$ cat src/scroll_pkg.sv
`default_nettype none

package scroll_pkg;

    localparam int SCREEN_W         = 320;
    localparam int MAP_COLS_VISIBLE = 21;
    localparam int TILE_SIZE        = 16;
    localparam int NUM_PRIO         = 16;
    localparam int QUEUE_DEPTH      = 21;  // one full row can land on a single level

    typedef logic [14:0]        pixel_t;      // prio 14:11, palette 10:4, code 3:0
    typedef logic [10:0]        vram_addr_t;  // {map row, map col, word select}
    typedef logic [15:0]        vram_word_t;
    typedef logic signed [12:0] scroll_t;
    typedef logic [8:0]         line_t;
    typedef logic [31:0]        gfx_word_t;   // pixel k in nibble k
    typedef logic [4:0]         gfx_offs_t;   // {line in tile, half}
    typedef logic [3:0]         prio_t;
    typedef logic [8:0]         queue_addr_t;

    // renderer FSM
    typedef enum logic [2:0] {
        RS_IDLE,
        RS_PICK,
        RS_WAIT,
        RS_FETCH,
        RS_DRAW,
        RS_NEXT
    } render_state_e;

endpackage

`default_nettype wire

$ cat src/tile_scanner.sv
`timescale 1ns/1ns
`default_nettype none

module tile_scanner (
    input  wire logic                   CLK96,
    input  wire logic                   RESET96,
    input  wire logic                   start_i,
    input  wire scroll_pkg::line_t      vrender_i,
    input  wire scroll_pkg::scroll_t    scroll_x_i,
    input  wire scroll_pkg::scroll_t    scroll_y_i,
    output scroll_pkg::vram_addr_t      vram_addr_o,
    input  wire scroll_pkg::vram_word_t vram_dout_i,
    output logic                        push_o,
    output scroll_pkg::prio_t           push_prio_o,
    output scroll_pkg::vram_word_t      push_tile_o,
    output logic [6:0]                  push_pal_o,
    output logic [4:0]                  push_col_o,
    output logic [3:0]                  line_in_tile_o,
    output logic                        done_o
);

    typedef enum logic [1:0] {
        SC_IDLE,
        SC_NUM,   // tile number address out
        SC_ATTR,  // attribute address out, tile number back
        SC_PUSH   // attribute back
    } scan_state_e;

    scan_state_e            state;
    logic [4:0]             row_q;
    logic [4:0]             col_q;
    logic [4:0]             map_col;
    scroll_pkg::line_t      y_sum;
    scroll_pkg::vram_word_t tile_q;
    logic                   last_col;

    assign y_sum    = vrender_i + scroll_pkg::line_t'(scroll_y_i[3:0]);
    assign map_col  = scroll_x_i[8:4] + col_q;  // wraps at 32
    assign last_col = col_q == 5'(scroll_pkg::MAP_COLS_VISIBLE - 1);

    // odd word is the tile number, even word the attributes
    assign vram_addr_o = {row_q, map_col, state == SC_NUM};

    always_ff @(posedge CLK96 or posedge RESET96) begin
        if (RESET96) begin
            state          <= SC_IDLE;
            row_q          <= '0;
            col_q          <= '0;
            line_in_tile_o <= '0;
        end else if (start_i) begin
            state          <= SC_NUM;
            row_q          <= y_sum[8:4] + scroll_y_i[8:4];
            col_q          <= '0;
            line_in_tile_o <= y_sum[3:0];
        end else begin
            case (state)
                SC_NUM:  state <= SC_ATTR;
                SC_ATTR: state <= SC_PUSH;
                SC_PUSH: begin
                    col_q <= col_q + 5'd1;
                    state <= last_col ? SC_IDLE : SC_NUM;
                end
                default: state <= SC_IDLE;
            endcase
        end
    end

    always_ff @(posedge CLK96) begin
        if (state == SC_ATTR) begin
            tile_q <= vram_dout_i;
        end
    end

    assign push_o      = state == SC_PUSH && tile_q != '0;  // tile 0 is blank
    assign push_prio_o = vram_dout_i[11:8];
    assign push_pal_o  = vram_dout_i[6:0];
    assign push_tile_o = tile_q;
    assign push_col_o  = col_q;
    assign done_o      = state == SC_PUSH && last_col;

endmodule

`default_nettype wire
$ cat config.mk
export PLATFORM = sky130hd
export DESIGN_NAME = tile_scanner
export DESIGN_NICKNAME = d
export VERILOG_FILES = /design/src/scroll_pkg.sv /design/src/tile_scanner.sv
export SDC_FILE = /design/constraint.sdc
export NUM_CORES = 1
export LEC_CHECK = 0
export ABC_AREA = 1
export BUFFER_PORTS_ARGS = -buffer_cell sky130_fd_sc_hd__buf_2
export CAP_MARGIN = 15
export CORE_UTILIZATION = 41
export DETAILED_ROUTE_END_ITERATION = 10
export PLACE_DENSITY = 0.85
export SYNTH_ARGS = -nofsm -noshare
export SYNTH_HDL_FRONTEND = slang
export SYNTH_SLANG_ARGS = --single-unit
export TNS_END_PERCENT = 10
$ cat constraint.sdc
create_clock -name CLK96 -period 2.2 [get_ports CLK96]
set_clock_uncertainty 0.2 [all_clocks]
set_input_delay 0.66 -clock CLK96 [delete_from_list [all_inputs] [get_ports CLK96]]
set_output_delay 0.66 -clock CLK96 [all_outputs]
set_load 0.005 [all_outputs]
* After elaboration in Yosys (flattened, before gate mapping)
Index checks and enable logic that the tools add are counted.
Widths: inputs -> output; s select.
** Word-level totals
- Output and inout port bits :: 49
- Logic and storage cells :: 22
- Input port bits :: 54
- Bits in registers :: 32
** Operators by class
- Multiplexer cells :: 5
- Reduce and logical (&&, ||, !) cells :: 4
- Add/subtract/negate cells :: 4
- Equal/unequal tests :: 4
** Operator list (number)
- $reduce_bool 16->1 :: 1
- $add 5x5->5 :: 2
- $mux 5 :: 2
- $add 9x9->9 :: 1
- $pmux 2 s3 :: 1
- $add 5x1->5 const B :: 1
- $eq 5x5->1 const B :: 1
- $eq 2x2->1 const B :: 2
- $eq 2x1->1 const B :: 1
- $logic_and 1x1->1 :: 2
- $mux 2 :: 1
- $reduce_bool 2->1 :: 1
- $mux 1 :: 1

* Logic depth before layout (Yosys ltp)
- Depth in word-level cells :: 4
- Gate-level depth with buffers :: 17
- Gate-level depth less buffers :: 17

* Least setup slack after synthesis
Ideal clock, no wire load.
- Kind :: input -> register
- Start :: in vrender_i[0]
- End :: reg row_q[4]
- Library setup time :: 0.117 ns
- Buffers on the path :: 0
- Data arrival time :: 2.561 ns
- Setup slack :: -0.679 ns
- Data required time :: 1.883 ns
- Stages :: 17
- Cell sequence :: ha_1 > inv_1 > fa_1 > inv_1 > nand3_1 > nand2_2 > xor2_1 > ha_1 > fa_1 > nand3_1 > nand3_1 > inv_1 > nand2_1 > nand2_1 > nand2_1 > nand3_1 > nand2_1
** Between the ends
- Longest elaborated chain between the ends :: 2
** RTL lines
- start: declaration :: line tile_scanner.sv:8 : input wire scroll_pkg::line_t vrender_i,
- $add 9x9->9 :: line tile_scanner.sv:37 : assign y_sum = vrender_i + scroll_pkg::line_t'(scroll_y_i[3:0]);
- $add 5x5->5 :: line tile_scanner.sv:52 : row_q <= y_sum[8:4] + scroll_y_i[8:4];
- end signal: assignment :: line tile_scanner.sv:52
- end: declaration :: line tile_scanner.sv:30 : logic [4:0] row_q;
Every way passes these cells.
A chain may end at the register's enable or synchronous reset.

* Worst setup path in the final report
Same ends and word-level chain as after synthesis.

==> impl_metrics.json <==
{
  "status": "complete, but fails checks",
  "violations": "design-rule violations, negative setup slack",
  "syn_area_um2": 1970,
  "p_total_mw": 1.79,
  "gr-usage-met2": 0.368,
  "grt_max_degree": 20,
  "crit_buf_inv": 4,
  "arrival_ps": 2570,
  "fp-row-count": 24,
  "io-pin-count": 103,
  "synthCells": 208,
  "syn_avg_cell_area_um2": 9.46,
  "met3_usage": 0.0450,
  "crit_cells": 18,
  "max_cap_viol_count": 0,
  "max_stage_delay_ps": 370,
  "crit_path_top_delay_cell": "ha_1",
  "synth_top_family_by_area": "adder cells",
  "initialDrtViolationCount": 79,
  "gr-usage-all-layers": 0.187,
  "tns_ps": -2330,
  "synth_edf_count": 16,
  "slew_headroom": 0.607,
  "finalMaxSlewViolations": 0,
  "rsz0062_at_grt": "yes",
  "crit_type": "primary input to register",
  "clk_pin_slew_ps": 70,
  "synthFlopType": "edfxtp_1",
  "root_buffer": "clkbuf_8",
  "rrSetupSlack_ps": 730,
  "first_global_vias": 1681,
  "cts_tree": "built",
  "cp_max_fo": 4,
  "vias_per_cell": 4.86,
  "grt_overflow_total": 0,
  "rr_worst_depth": 5,
  "antenna_found_initial": 0,
  "core_area_um2": 4470,
  "cp_cell_sequence": "buf_6 > ha_4 > inv_2 > fa_2 > inv_2 > nand3_2 > nand2_2 > a31oi_1 > xor2_1 > ha_1 > nand3_2 > nand3_2 > inv_2 > nand2_2 > nand2_2 > nand2_1 > nand3_1 > nand2_1",
  "crit_start": "vrender_i[0]",
  "cpLargestDelayFamily": "adder cells",
  "drive_above_1_share": 0.495,
  "hold_ws_ps": 233,
  "synth_fa_ha_area_frac": 0.164,
  "area_delta_synth_final_pct": 45.7,
  "reg2reg_to": "push_col_o[3]$_DFFE_PP0P_",
  "dpl_cell_area_um2": 2580,
  "vdd_drop_max_uv": 267,
  "worstReg2RegStart": "state[0]$_DFF_PP0_",
  "yosysWarnings": 0,
  "synth_top_area_share": 0.244,
  "design.die.area_um2": 5080,
  "synth-seq-cells": 32,
  "place_inst": 363,
  "grt_pass1_wl_mm": 7.34,
  "wl_per_cell_um": 12.8,
  "synth_top_cell_by_area": "edfxtp_1",
  "htreeDepth": 2,
  "clock_sinks": 32,
  "clock_latency_ps": 280,
  "endpoint": "row_q[4]$_DFFE_PP0P_",
  "num-nets-final": 400,
  "first_pass_iters": 7,
  "p_leak_nw": 1.47,
  "via_count": 1821,
  "hp-class": "primary input to async pin",
  "ant_nets": 0,
  "grt-busiest-layer": "met2",
  "worst_slack_ps": -395,
  "fmax_ghz": 0.385,
  "ctsHoldBuffers": 0,
  "drc": 11,
  "routabilityCongestion": 0.815,
  "finalCritPeriodShare": 1.18,
  "synthDistinctLibCells": 25,
  "cts_buffers": 5,
  "clock_path_buffers": 2,
  "synth_fp_nets": 286,
  "cp-start-kind": "primary input",
  "portBuffers": 90,
  "final-hold-violation-count": 0,
  "final_area_um2": 2870,
  "routed_wirelength_mm": 4.78,
  "hpwl_mm": 3.58,
  "setup_violations": 10,
  "endpoint_kind": "register",
  "synth_common_cells": "nand2_1 (47), inv_1 (25), ha_1 (21)",
  "met1_usage": 0.194,
  "ys_top_cells_by_area": "edfxtp_1 (24%), dfrtp_1 (20%), ha_1 (13%)",
  "synth_mux_area_frac": 0,
  "layout.cells.non_filler": 375,
  "synthSimpleGateAreaFrac": 0.163,
  "start_util": 0.440,
  "async_flop_share": 0.500,
  "synth_xor_area_frac": 0.0445,
  "die_width_um": 71.3,
  "synth_compound_area_frac": 0.0827,
  "antenna_cells": 0,
  "die_height_um": 71.3,
  "ys_seq_area_frac": 0.448,
  "cp_data_required_time_ps": 2170,
  "power_density_nw_per_um2": 626,
  "fin_crit_ps": 2600,
  "worstMarginPinSlew_ps": 588,
  "synth.most_common_cell": "nand2_1"
}
## cell type report
class | instances | area [µm²]
Inverter | 26 | 97.6
Sequential cell | 32 | 881
Fill cell | 360 | 1610
Timing Repair Buffer | 119 | 687
Multi-Input combinational cell | 138 | 1050
Tap cell | 52 | 65.1
Clock inverter | 3 | 18.8
Clock buffer | 5 | 68.8
## stage by stage
step / util / setup WS, ps
after floorplan: - / -545
final: 0.641 / -395
after detailed placement: 0.577 / -763
after CTS: 0.628 / -449
after global routing: 0.641 / -505
after global placement: 0.577 / -678
## power by group
| group | leakage (nW) | switching, mW | internal (mW) |
|---|---|---|---|
| Combinational | 1.08 | 0.304 | 0.306 |
| Clock | 0.0479 | 0.214 | 0.220 |
| Sequential | 0.349 | 0.0416 | 0.709 |
## flip-flops by register name, summed over array words and instances (netlist names)
name and cells:
push_tile_o 16, row_q 5, state 2, line_in_tile_o 4, push_col_o 5
## layout by cell type (no fill, tap or decap), types with 2 or more instances in the layout
cell type	Yosys	layout
inv_1	25	20
xor2_1	7	7
clkinv_2	0	2
nor2_1	7	7
a31oi_1	2	2
nand3_2	0	5
nor4_1	4	2
nor4_2	0	2
a21oi_1	11	9
buf_6	1	3
xnor2_1	3	3
inv_2	1	6
buf_2	0	87
edfxtp_1	16	16
a21oi_2	2	4
nand2_2	1	4
ha_4	0	7
nand3_1	15	10
dfrtp_1	16	16
nand2_1	47	44
buf_4	11	29
ha_1	21	13
clkbuf_8	0	5
nand4_1	2	2
fa_2	0	3
o21ai_0	8	6
## worst min-delay path by stage
stage	start	to	slack, ps	cells after the start
global placement	line_in_tile_o[0]$_DFFE_PP0P_	line_in_tile_o[0]$_DFFE_PP0P_	250	2
CTS	RESET96	state[0]$_DFF_PP0_	250	2
finish	RESET96	state[0]$_DFF_PP0_	230	2
global route	RESET96	state[0]$_DFF_PP0_	290	2
floorplan	line_in_tile_o[0]$_DFFE_PP0P_	line_in_tile_o[0]$_DFFE_PP0P_	260	2
detailed placement	row_q[1]$_DFFE_PP0P_	row_q[1]$_DFFE_PP0P_	260	2
## repair_timing
action                                  in CTS  in global routing
setup buffers                                2                  2
pin swaps                                   17                 14
resized for setup                           22                 11
endpoints found under the setup margin      10                 10
## cells by family (layout without fill, tap and decap cells)
family          after synthesis  after routing
fa+ha+maj                    24             24
simple gates                 76             76
compound gates               28             28
xor+xnor                     10             10
buf+inv                      38            153
flops                        32             32
## metal layers
metal  vias up  wire length [µm]
li1        914                 -
met1       828              1850
met2        73              2600
met3         6               279
met4         0                54
met5         -                 0
Power figures use the tool's default switching activity.
