==> src/scroll_pkg.sv <==
`default_nettype none

package scroll_pkg;

    localparam int SCREEN_W         = 320;
    localparam int MAP_COLS_VISIBLE = 21;
    localparam int TILE_SIZE        = 16;
    localparam int NUM_PRIO         = 16;
    localparam int QUEUE_DEPTH      = 21;  // one full row can land on a single level

    typedef logic [14:0]        pixel_t;      // prio 14:11, palette 10:4, code 3:0
    typedef logic [10:0]        vram_addr_t;  // {map row, map col, word select}
    typedef logic [15:0]        vram_word_t;
    typedef logic signed [12:0] scroll_t;
    typedef logic [8:0]         line_t;
    typedef logic [31:0]        gfx_word_t;   // pixel k in nibble k
    typedef logic [4:0]         gfx_offs_t;   // {line in tile, half}
    typedef logic [3:0]         prio_t;
    typedef logic [8:0]         queue_addr_t;

    // renderer FSM
    typedef enum logic [2:0] {
        RS_IDLE,
        RS_PICK,
        RS_WAIT,
        RS_FETCH,
        RS_DRAW,
        RS_NEXT
    } render_state_e;

endpackage

`default_nettype wire

==> src/tile_renderer.sv <==
`timescale 1ns/1ns
`default_nettype none

module tile_renderer (
    input  wire logic                   CLK96,
    input  wire logic                   RESET96,
    input  wire logic                   scan_done_i,
    input  wire logic [3:0]             line_in_tile_i,
    input  wire scroll_pkg::scroll_t    scroll_x_i,
    input  wire logic                   flipx_i,
    output logic [4:0]                  rd_idx_o,
    input  wire scroll_pkg::vram_word_t rd_tile_i,
    input  wire logic [6:0]             rd_pal_i,
    input  wire logic [4:0]             rd_col_i,
    input  wire scroll_pkg::prio_t      low_prio_i,
    input  wire logic [4:0]             low_count_i,
    input  wire logic                   any_pending_i,
    output logic                        retire_o,
    output logic                        gfx_cs_o,
    output scroll_pkg::vram_word_t      gfx_tile_o,
    output scroll_pkg::gfx_offs_t       gfx_offs_o,
    input  wire logic                   gfx_ok_i,
    input  wire scroll_pkg::gfx_word_t  gfx_data_i,
    output logic                        buf_we_o,
    output scroll_pkg::line_t           buf_addr_o,
    output scroll_pkg::pixel_t          buf_data_o,
    output logic                        done_o
);

    scroll_pkg::render_state_e state;
    scroll_pkg::gfx_word_t     data_q;
    logic [4:0] idx_q;
    logic       half_q;
    logic [2:0] k_q;     // pixel within the half row
    logic [3:0] code;
    logic [9:0] base;    // screen x before fine scroll
    logic [9:0] fine;
    logic [9:0] px;
    logic       visible;
    logic       last_tile;

    assign code    = data_q[{k_q, 2'b00} +: 4];
    assign fine    = 10'(scroll_x_i[3:0]);
    assign base    = 10'(rd_col_i) * 10'(scroll_pkg::TILE_SIZE) + {6'b0, half_q, 3'b0} +
                     10'(k_q);
    assign px      = base - fine;
    assign visible = base >= fine && px < 10'(scroll_pkg::SCREEN_W);

    // queue outputs stay put until the level is retired
    assign rd_idx_o  = idx_q;
    assign last_tile = idx_q + 5'd1 == low_count_i;
    assign retire_o  = state == scroll_pkg::RS_NEXT && half_q && last_tile;
    assign done_o    = state == scroll_pkg::RS_PICK && !any_pending_i;

    always_ff @(posedge CLK96 or posedge RESET96) begin
        if (RESET96) begin
            state      <= scroll_pkg::RS_IDLE;
            idx_q      <= '0;
            half_q     <= 1'b0;
            k_q        <= '0;
            gfx_cs_o   <= 1'b0;
            gfx_tile_o <= '0;
            gfx_offs_o <= '0;
            buf_we_o   <= 1'b0;
            buf_addr_o <= '0;
            buf_data_o <= '0;
        end else begin
            buf_we_o <= 1'b0;
            case (state)
                scroll_pkg::RS_IDLE: begin
                    if (scan_done_i) state <= scroll_pkg::RS_PICK;
                end
                scroll_pkg::RS_PICK: begin
                    idx_q  <= '0;
                    half_q <= 1'b0;
                    state  <= any_pending_i ? scroll_pkg::RS_WAIT : scroll_pkg::RS_IDLE;
                end
                scroll_pkg::RS_WAIT: state <= scroll_pkg::RS_FETCH;  // queue read latency
                scroll_pkg::RS_FETCH: begin
                    if (!gfx_cs_o) begin
                        gfx_cs_o   <= 1'b1;
                        gfx_tile_o <= rd_tile_i;
                        gfx_offs_o <= {line_in_tile_i, half_q};
                    end else if (gfx_ok_i) begin
                        gfx_cs_o <= 1'b0;
                        k_q      <= '0;
                        state    <= scroll_pkg::RS_DRAW;
                    end
                end
                scroll_pkg::RS_DRAW: begin
                    buf_we_o   <= code != '0 && visible;  // zero code is transparent
                    buf_addr_o <= flipx_i ? scroll_pkg::line_t'(scroll_pkg::SCREEN_W - 1) - px[8:0]
                                          : px[8:0];
                    buf_data_o <= {low_prio_i, rd_pal_i, code};
                    k_q        <= k_q + 3'd1;
                    if (k_q == 3'd7) state <= scroll_pkg::RS_NEXT;
                end
                scroll_pkg::RS_NEXT: begin
                    if (!half_q) begin
                        half_q <= 1'b1;
                        state  <= scroll_pkg::RS_FETCH;
                    end else begin
                        half_q <= 1'b0;
                        idx_q  <= idx_q + 5'd1;
                        state  <= last_tile ? scroll_pkg::RS_PICK : scroll_pkg::RS_WAIT;
                    end
                end
                default: state <= scroll_pkg::RS_IDLE;
            endcase
        end
    end

    always_ff @(posedge CLK96) begin
        if (state == scroll_pkg::RS_FETCH && gfx_cs_o && gfx_ok_i) begin
            data_q <= gfx_data_i;
        end
    end

    // ROM request held until it is answered
    a_gfx_hold : assert property (@(posedge CLK96) disable iff (RESET96)
        gfx_cs_o && !gfx_ok_i |=> gfx_cs_o && $stable(gfx_tile_o) && $stable(gfx_offs_o));

endmodule

`default_nettype wire

==> config.mk <==
export PLATFORM = sky130hd
export DESIGN_NAME = tile_renderer
export DESIGN_NICKNAME = d
export VERILOG_FILES = /design/src/scroll_pkg.sv /design/src/tile_renderer.sv
export SDC_FILE = /design/constraint.sdc
export NUM_CORES = 1
export LEC_CHECK = 0
export ABC_AREA = 1
export BUFFER_PORTS_ARGS = -buffer_cell sky130_fd_sc_hd__buf_2
export CAP_MARGIN = 0
export CORE_ASPECT_RATIO = 1.5
export CORE_MARGIN = 1
export CORE_UTILIZATION = 45
export DETAILED_ROUTE_END_ITERATION = 10
export MAX_ROUTING_LAYER = met4
export PLACE_DENSITY = 0.7
export SYNTH_ARGS = -nofsm -noshare
export SYNTH_HDL_FRONTEND = slang
export SYNTH_SLANG_ARGS = --single-unit
==> constraint.sdc <==
create_clock -name CLK96 -period 3.9 [get_ports CLK96]
set_clock_uncertainty 0.2 [all_clocks]
set_input_delay 0.195 -clock CLK96 [delete_from_list [all_inputs] [get_ports CLK96]]
set_output_delay 0.195 -clock CLK96 [all_outputs]
set_load 0.005 [all_outputs]
* Yosys cells after proc, flatten, opt, wreduce, memory -nomap -nowiden
Cells that the tools add are included.
Cells by class: $lt $le $gt $ge 2, muxes and demuxes 19, $add $sub $neg 6, reduce and logical (&&, ||, !) cells 16, bitwise logic cells 1, equal/unequal tests 12, shifts and indexed selects 1
Operator list (count):
- $shiftx 32x6->4 | 1
- $mux 3 | 6
- $pmux 3 s6 | 1
- $add 10x3->10 | 1
- $add 9x4->10 | 1
- $ge 10x10->1 | 1
- $lt 10x9->1 const B | 1
- $ne 2x2->1 const B | 5
- $pmux 5 s2 | 1
- $sub 10x10->10 | 1
- $eq 3x3->1 const B | 3
- $mux 9 | 1
- $sub 9x9->9 const A | 1
- $logic_and 1x1->1 | 7
- $eq 3x2->1 const B | 2
- $mux 2 | 3
- $pmux 3 s2 | 1
- $add 5x1->5 const B | 1
- $eq 5x5->1 | 1
- $mux 5 | 1
- $mux 1 | 4
- $reduce_and 2->1 | 2
- $reduce_and 4->1 | 1
- $reduce_bool 2->1 | 2
- 8 further kinds | 8
Word-level totals: flip-flop bits (word level) 91, word-level logic and storage cells 68

* Logic depth before layout (Yosys ltp)
depth in word-level cells 7, gate-level depth with buffers 15, gate-level depth less buffers 13

* Worst setup path before layout
Ideal clock, no wire load.
path type reg-to-reg, from reg k_q[0], to reg buf_addr_o[7], stages on the path, launching flop included 16, library setup time 0.116 ns, buffers on the path 2, data arrival time 2.371 ns, setup slack 1.212 ns, period minus slack after synthesis 2.688 ns, cells stage by stage dfrtp_1 buf_4 inv_2 buf_4 ha_1 inv_1 fa_1 nand3_1 nand2_1 a21oi_1 xor2_1 ha_1 nor2_1 nor2_1 nand2_1 nand2_1
On the way: cells in the longest elaborated chain, start to end 4
Ends and longest elaborated chain:
- start: declaration | line tile_renderer.sv:34 | logic [2:0] k_q;
- start signal: assignment | line tile_renderer.sv:95 | k_q <= k_q + 3'd1;
- $add 10x3->10 (*) | line tile_renderer.sv:44 | assign base = 10'(rd_col_i) * 10'(scroll_pkg::TILE_SIZE) + {6'b0, half_q, 3'b0} +
- $sub 10x10->10 (*) | line tile_renderer.sv:46 | assign px = base - fine;
- $sub 9x9->9 | line tile_renderer.sv:92 | buf_addr_o <= flipx_i ? scroll_pkg::line_t'(scroll_pkg::SCREEN_W - 1) - px[8:0]
- $mux 9 (*) | line tile_renderer.sv:92
- end signal: assignment | line tile_renderer.sv:92
- end: declaration | line tile_renderer.sv:25 | output scroll_pkg::line_t buf_addr_o,
Mark *: on every way between the ends. The rest lies on a longest branch, timed or not. A chain may end at the register's enable or synchronous reset.

* Final worst setup path
Ends and elaborated chain as after synthesis.

==> impl_metrics.py <==
metrics = {
    "status": {
        "status": "finished clean",
    },
    "power": {
        "clockPowerShare_pct": 22.6,
        "p_sw_share_pct": 33.21,
        "switching_power_uw": 1191,
        "combPwrFrac_pct": 35.5,
        "sequentialPowerShare_pct": 41.9,
        "ir_drop_mv": 0.4236,
        "p_leak_uw": 0.003184,
        "cellPowerDensity_nw_per_um2": 578.8,
        "p_int_uw": 2396,
    },
    "clocking": {
        "cts_tree": "yes",
        "cts_buffer_depth": 2,
        "clkTransAtPathRegs_ns": 0.07,
        "clock_sinks": 91,
        "cts-root-buf": "clkbuf_16",
        "cts_buffers": 9,
        "clock_latency_ns": 0.34,
        "post-cts-setup-buffers": 0,
        "cts_max_level": 3,
        "cts.repair.resized": 0,
    },
    "timing": {
        "timing.final.crit_period_ns": 2.807,
        "tightest_slew_ns": 1.096,
        "setup_viol": 0,
        "slew_headroom_pct": 26.86,
        "finalCritPeriodShare_pct": 71.97,
        "drv_slew": 0,
        "fin_tns_setup_ns": 0,
        "rsz0062_at_grt": "false",
        "hold_viol": 0,
        "fmax_mhz": 356.3,
    },
    "global_routing": {
        "grtUsageTotal_pct": 23.01,
        "grt_max_degree": 35,
        "grt_pass1_wl_mm": 18.24,
        "grt_pass1_vias": 3986,
        "grt_overflow": 0,
        "antenna_found_initial": 0,
    },
    "synth": {
        "synth_area_sq_um": 4488,
        "muxShareOfSynthArea_pct": 6.524,
        "syn_nets": 578,
        "seq_area_frac_synth_pct": 54.31,
        "synth-xor-area-share_pct": 2.537,
        "synth-compound-area-share_pct": 4.293,
        "synth_top_family_by_area": "simple AND/OR/NAND/NOR gates",
        "syn_avg_cell_area_sq_um": 9.549,
        "synth_warnings": 0,
        "synthAdderAreaFrac_pct": 4.628,
        "synthSimpleGateAreaFrac_pct": 21.13,
        "yosysUniqueCellTypes": 34,
        "synth_cells": 470,
        "ys_ff_latch": 91,
    },
    "floorplanning": {
        "start_util_pct": 46.32,
        "dieArea_sq_um": 10380,
        "core-area_sq_um": 9689,
        "die_h_um": 124.3,
        "ios": 146,
        "row_count": 44,
        "die_w_um": 83.54,
    },
    "setup_path": {
        "crit_fanout": 18,
        "crit_path_start_kind": "flip-flop",
        "critPathKind": "flip-flop to flip-flop",
        "crit_end": "buf_addr_o[7]",
        "r2r_end": "buf_addr_o[7]",
        "reg2reg_depth": 13,
        "crit_arrival_ns": 2.84,
        "critPathCaptureType": "flip-flop",
        "reg2reg_from": "k_q[0]",
        "reg2reg_setup_slack_ns": 1.09,
        "cp-startpoint": "k_q[0]",
        "worstPathRequired_ns": 3.93,
    },
    "run": {
        "max-cap-violations": 0,
    },
    "cells_and_area": {
        "final_net_count": 781,
        "n_antenna_cell": 0,
        "area_growth_pct": 38.05,
        "drive_gt1_share_pct": 27.58,
        "stdcell_count": 793,
    },
    "route": {
        "vias": 3820,
        "drt-initial-drc-count": 159,
        "drc_errors": 0,
        "viasPerCell": 4.817,
        "drt-total-wl_mm": 10.94,
        "drtAntennaViolNets": 0,
        "wire_per_inst_um": 13.79,
        "drt_pass1_iterations": 6,
    },
    "place": {
        "place_hpwl_mm": 7.180,
        "port_buffers": 136,
        "finalWeightedCongestion": 0.9226,
        "dp_cells": 711,
    },
    "worst_hold_path": {
        "hp-class": "input port to flip-flop",
    },
}
-- worst min path at each step --
stage	from	endpoint	slack, ns	depth (start not counted)
2_1_floorplan	gfx_data_i[0]	data_q[0]	0.09	0
3_3_place_gp	RESET96	gfx_tile_o[0]	0.10	2
3_5_place_dp	RESET96	gfx_tile_o[11]	0.11	2
4_1_cts	gfx_ok_i	state[2]	0.05	3
5_1_grt	gfx_ok_i	state[2]	0.10	3
6_report	gfx_ok_i	state[2]	0.05	3
-- flip-flops by register name, summed over array words and instances (netlist names) --
name / flops
data_q: 32
gfx_tile_o: 16
buf_data_o: 15
buf_addr_o: 9
gfx_offs_o: 5
rd_idx_o: 5
k_q: 3
state: 3
buf_we_o: 1
gfx_cs_o: 1
half_q: 1
-- through the flow --
stage | area (sq um) | setup WS, ns | hold slack, ns | total power, uW | util (%)
4_1_cts | 6196 | 1.078 | 0.04981 | 3603 | 63.95
6_report | 6196 | 1.093 | 0.04745 | 3587 | 63.95
3_5_place_dp | 5254 | 1.087 | 0.1108 | 2730 | 54.22
3_3_place_gp | 5254 | 1.107 | 0.1012 | 2683 | 54.22
2_1_floorplan | 4488 | 1.212 | 0.09387 | 2271 | -
5_1_grt | 6196 | 0.8210 | 0.1021 | 3829 | 63.95
-- worst max-delay path, cell delays in order (launching register included) --
cell and delay [ns]:
dfrtp_1 0.58, inv_2 0.15, ha_1 0.17, inv_1 0.07
fa_1 0.42, nand3_1 0.10, nand2_1 0.10, a21oi_1 0.18
xor2_1 0.20, ha_1 0.25, nor2_1 0.10, nor2_1 0.05
nand2_1 0.09, nand2_1 0.05
-- metal layers --
layer | part of all wire [%] | GRT usage [%] | routed length [um] | up-vias
met3 | 4.3 | 4.175 | 475 | 20
li1 | - | - | - | 1924
met4 | 2.4 | 8.674 | 263 | 0
met5 | 0 | - | 0 | -
met1 | 38 | 23.60 | 4186 | 1770
met2 | 55 | 43.01 | 6012 | 106
-- cells by family (layout without fill, tap and decap cells) --
kind of cell	count (synthesis)	after routing
and+or+nand+nor	225	225
muxes	20	20
buffers and inverters	70	278
xor gates and xnor gates	13	13
adders and majority gates	16	16
DFF	91	91
AOI/OAI and AO/OA	35	35
-- layout by cell type (no fill, tap or decap), drive strengths merged, types with 4 or more instances in the layout --
cell type    Yosys  routed
a21oi            9       9
buf             10     139
clkbuf           3      11
clkinv           1       5
dfrtp           59      59
dlygate4sd3      0      66
edfxtp          32      32
ha              15      15
inv             56      56
mux2            20      20
nand2          156     156
nand3           40      40
nand4            7       7
nor2            17      17
nor3             4       4
o21ai           20      20
xnor2            5       5
xor2             8       8
-- power groups by stage --
stage | clock network [uW] | registers (uW) | logic [uW]
2_1_floorplan | 0 | 1500 | 769
3_3_place_gp | 0 | 1500 | 1190
3_5_place_dp | 0 | 1520 | 1210
4_1_cts | 831 | 1500 | 1270
5_1_grt | 863 | 1540 | 1420
6_report | 810 | 1500 | 1270
-- cell type report --
class,count,area [sq um]
Fill cell,791,3493
Tap cell,115,143.9
Multi-Input combinational cell,309,1755
Clock buffer,11,242.7
Clock inverter,5,38.79
Inverter,57,214.0
Timing Repair Buffer,205,1364
Sequential cell,91,2437
-- what timing repair did --
| item | 4_1_cts | 5_1_grt |
|---|---|---|
| setup endpoints to repair | 0 | 0 |
| hold buffers | 66 | 0 |
| endpoints found under the hold margin | 92 | 0 |
-- synth_stat cells --
cell	number	share of area, %
o21bai_1	2	0.33
buf_2	5	0.56
nand3_1	39	4.3
o22ai_1	1	0.14
xor2_1	8	1.6
mux2_2	2	0.50
nor2_1	15	1.3
nor3_1	2	0.22
edfxtp_1	32	21
buf_4	3	0.50
o2111ai_1	1	0.20
inv_2	5	0.42
nand3_2	1	0.22
nand4_1	7	0.98
ha_1	15	4.2
buf_6	2	0.50
nor2_2	2	0.28
nor3_4	1	0.36
nand2_2	1	0.14
mux2_4	18	6.0
dfrtp_1	59	33
nor3_2	1	0.22
fa_1	1	0.45
nand2_1	155	13
clkinv_1	1	0.084
or2_2	1	0.14
o21ai_1	4	0.45
a311oi_1	1	0.20
a21oi_1	9	1.0
inv_1	51	4.3
o221ai_1	1	0.20
clkbuf_1	3	0.25
o21ai_0	16	1.8
xnor2_1	5	0.98
(Power assumes the default switching activity.)
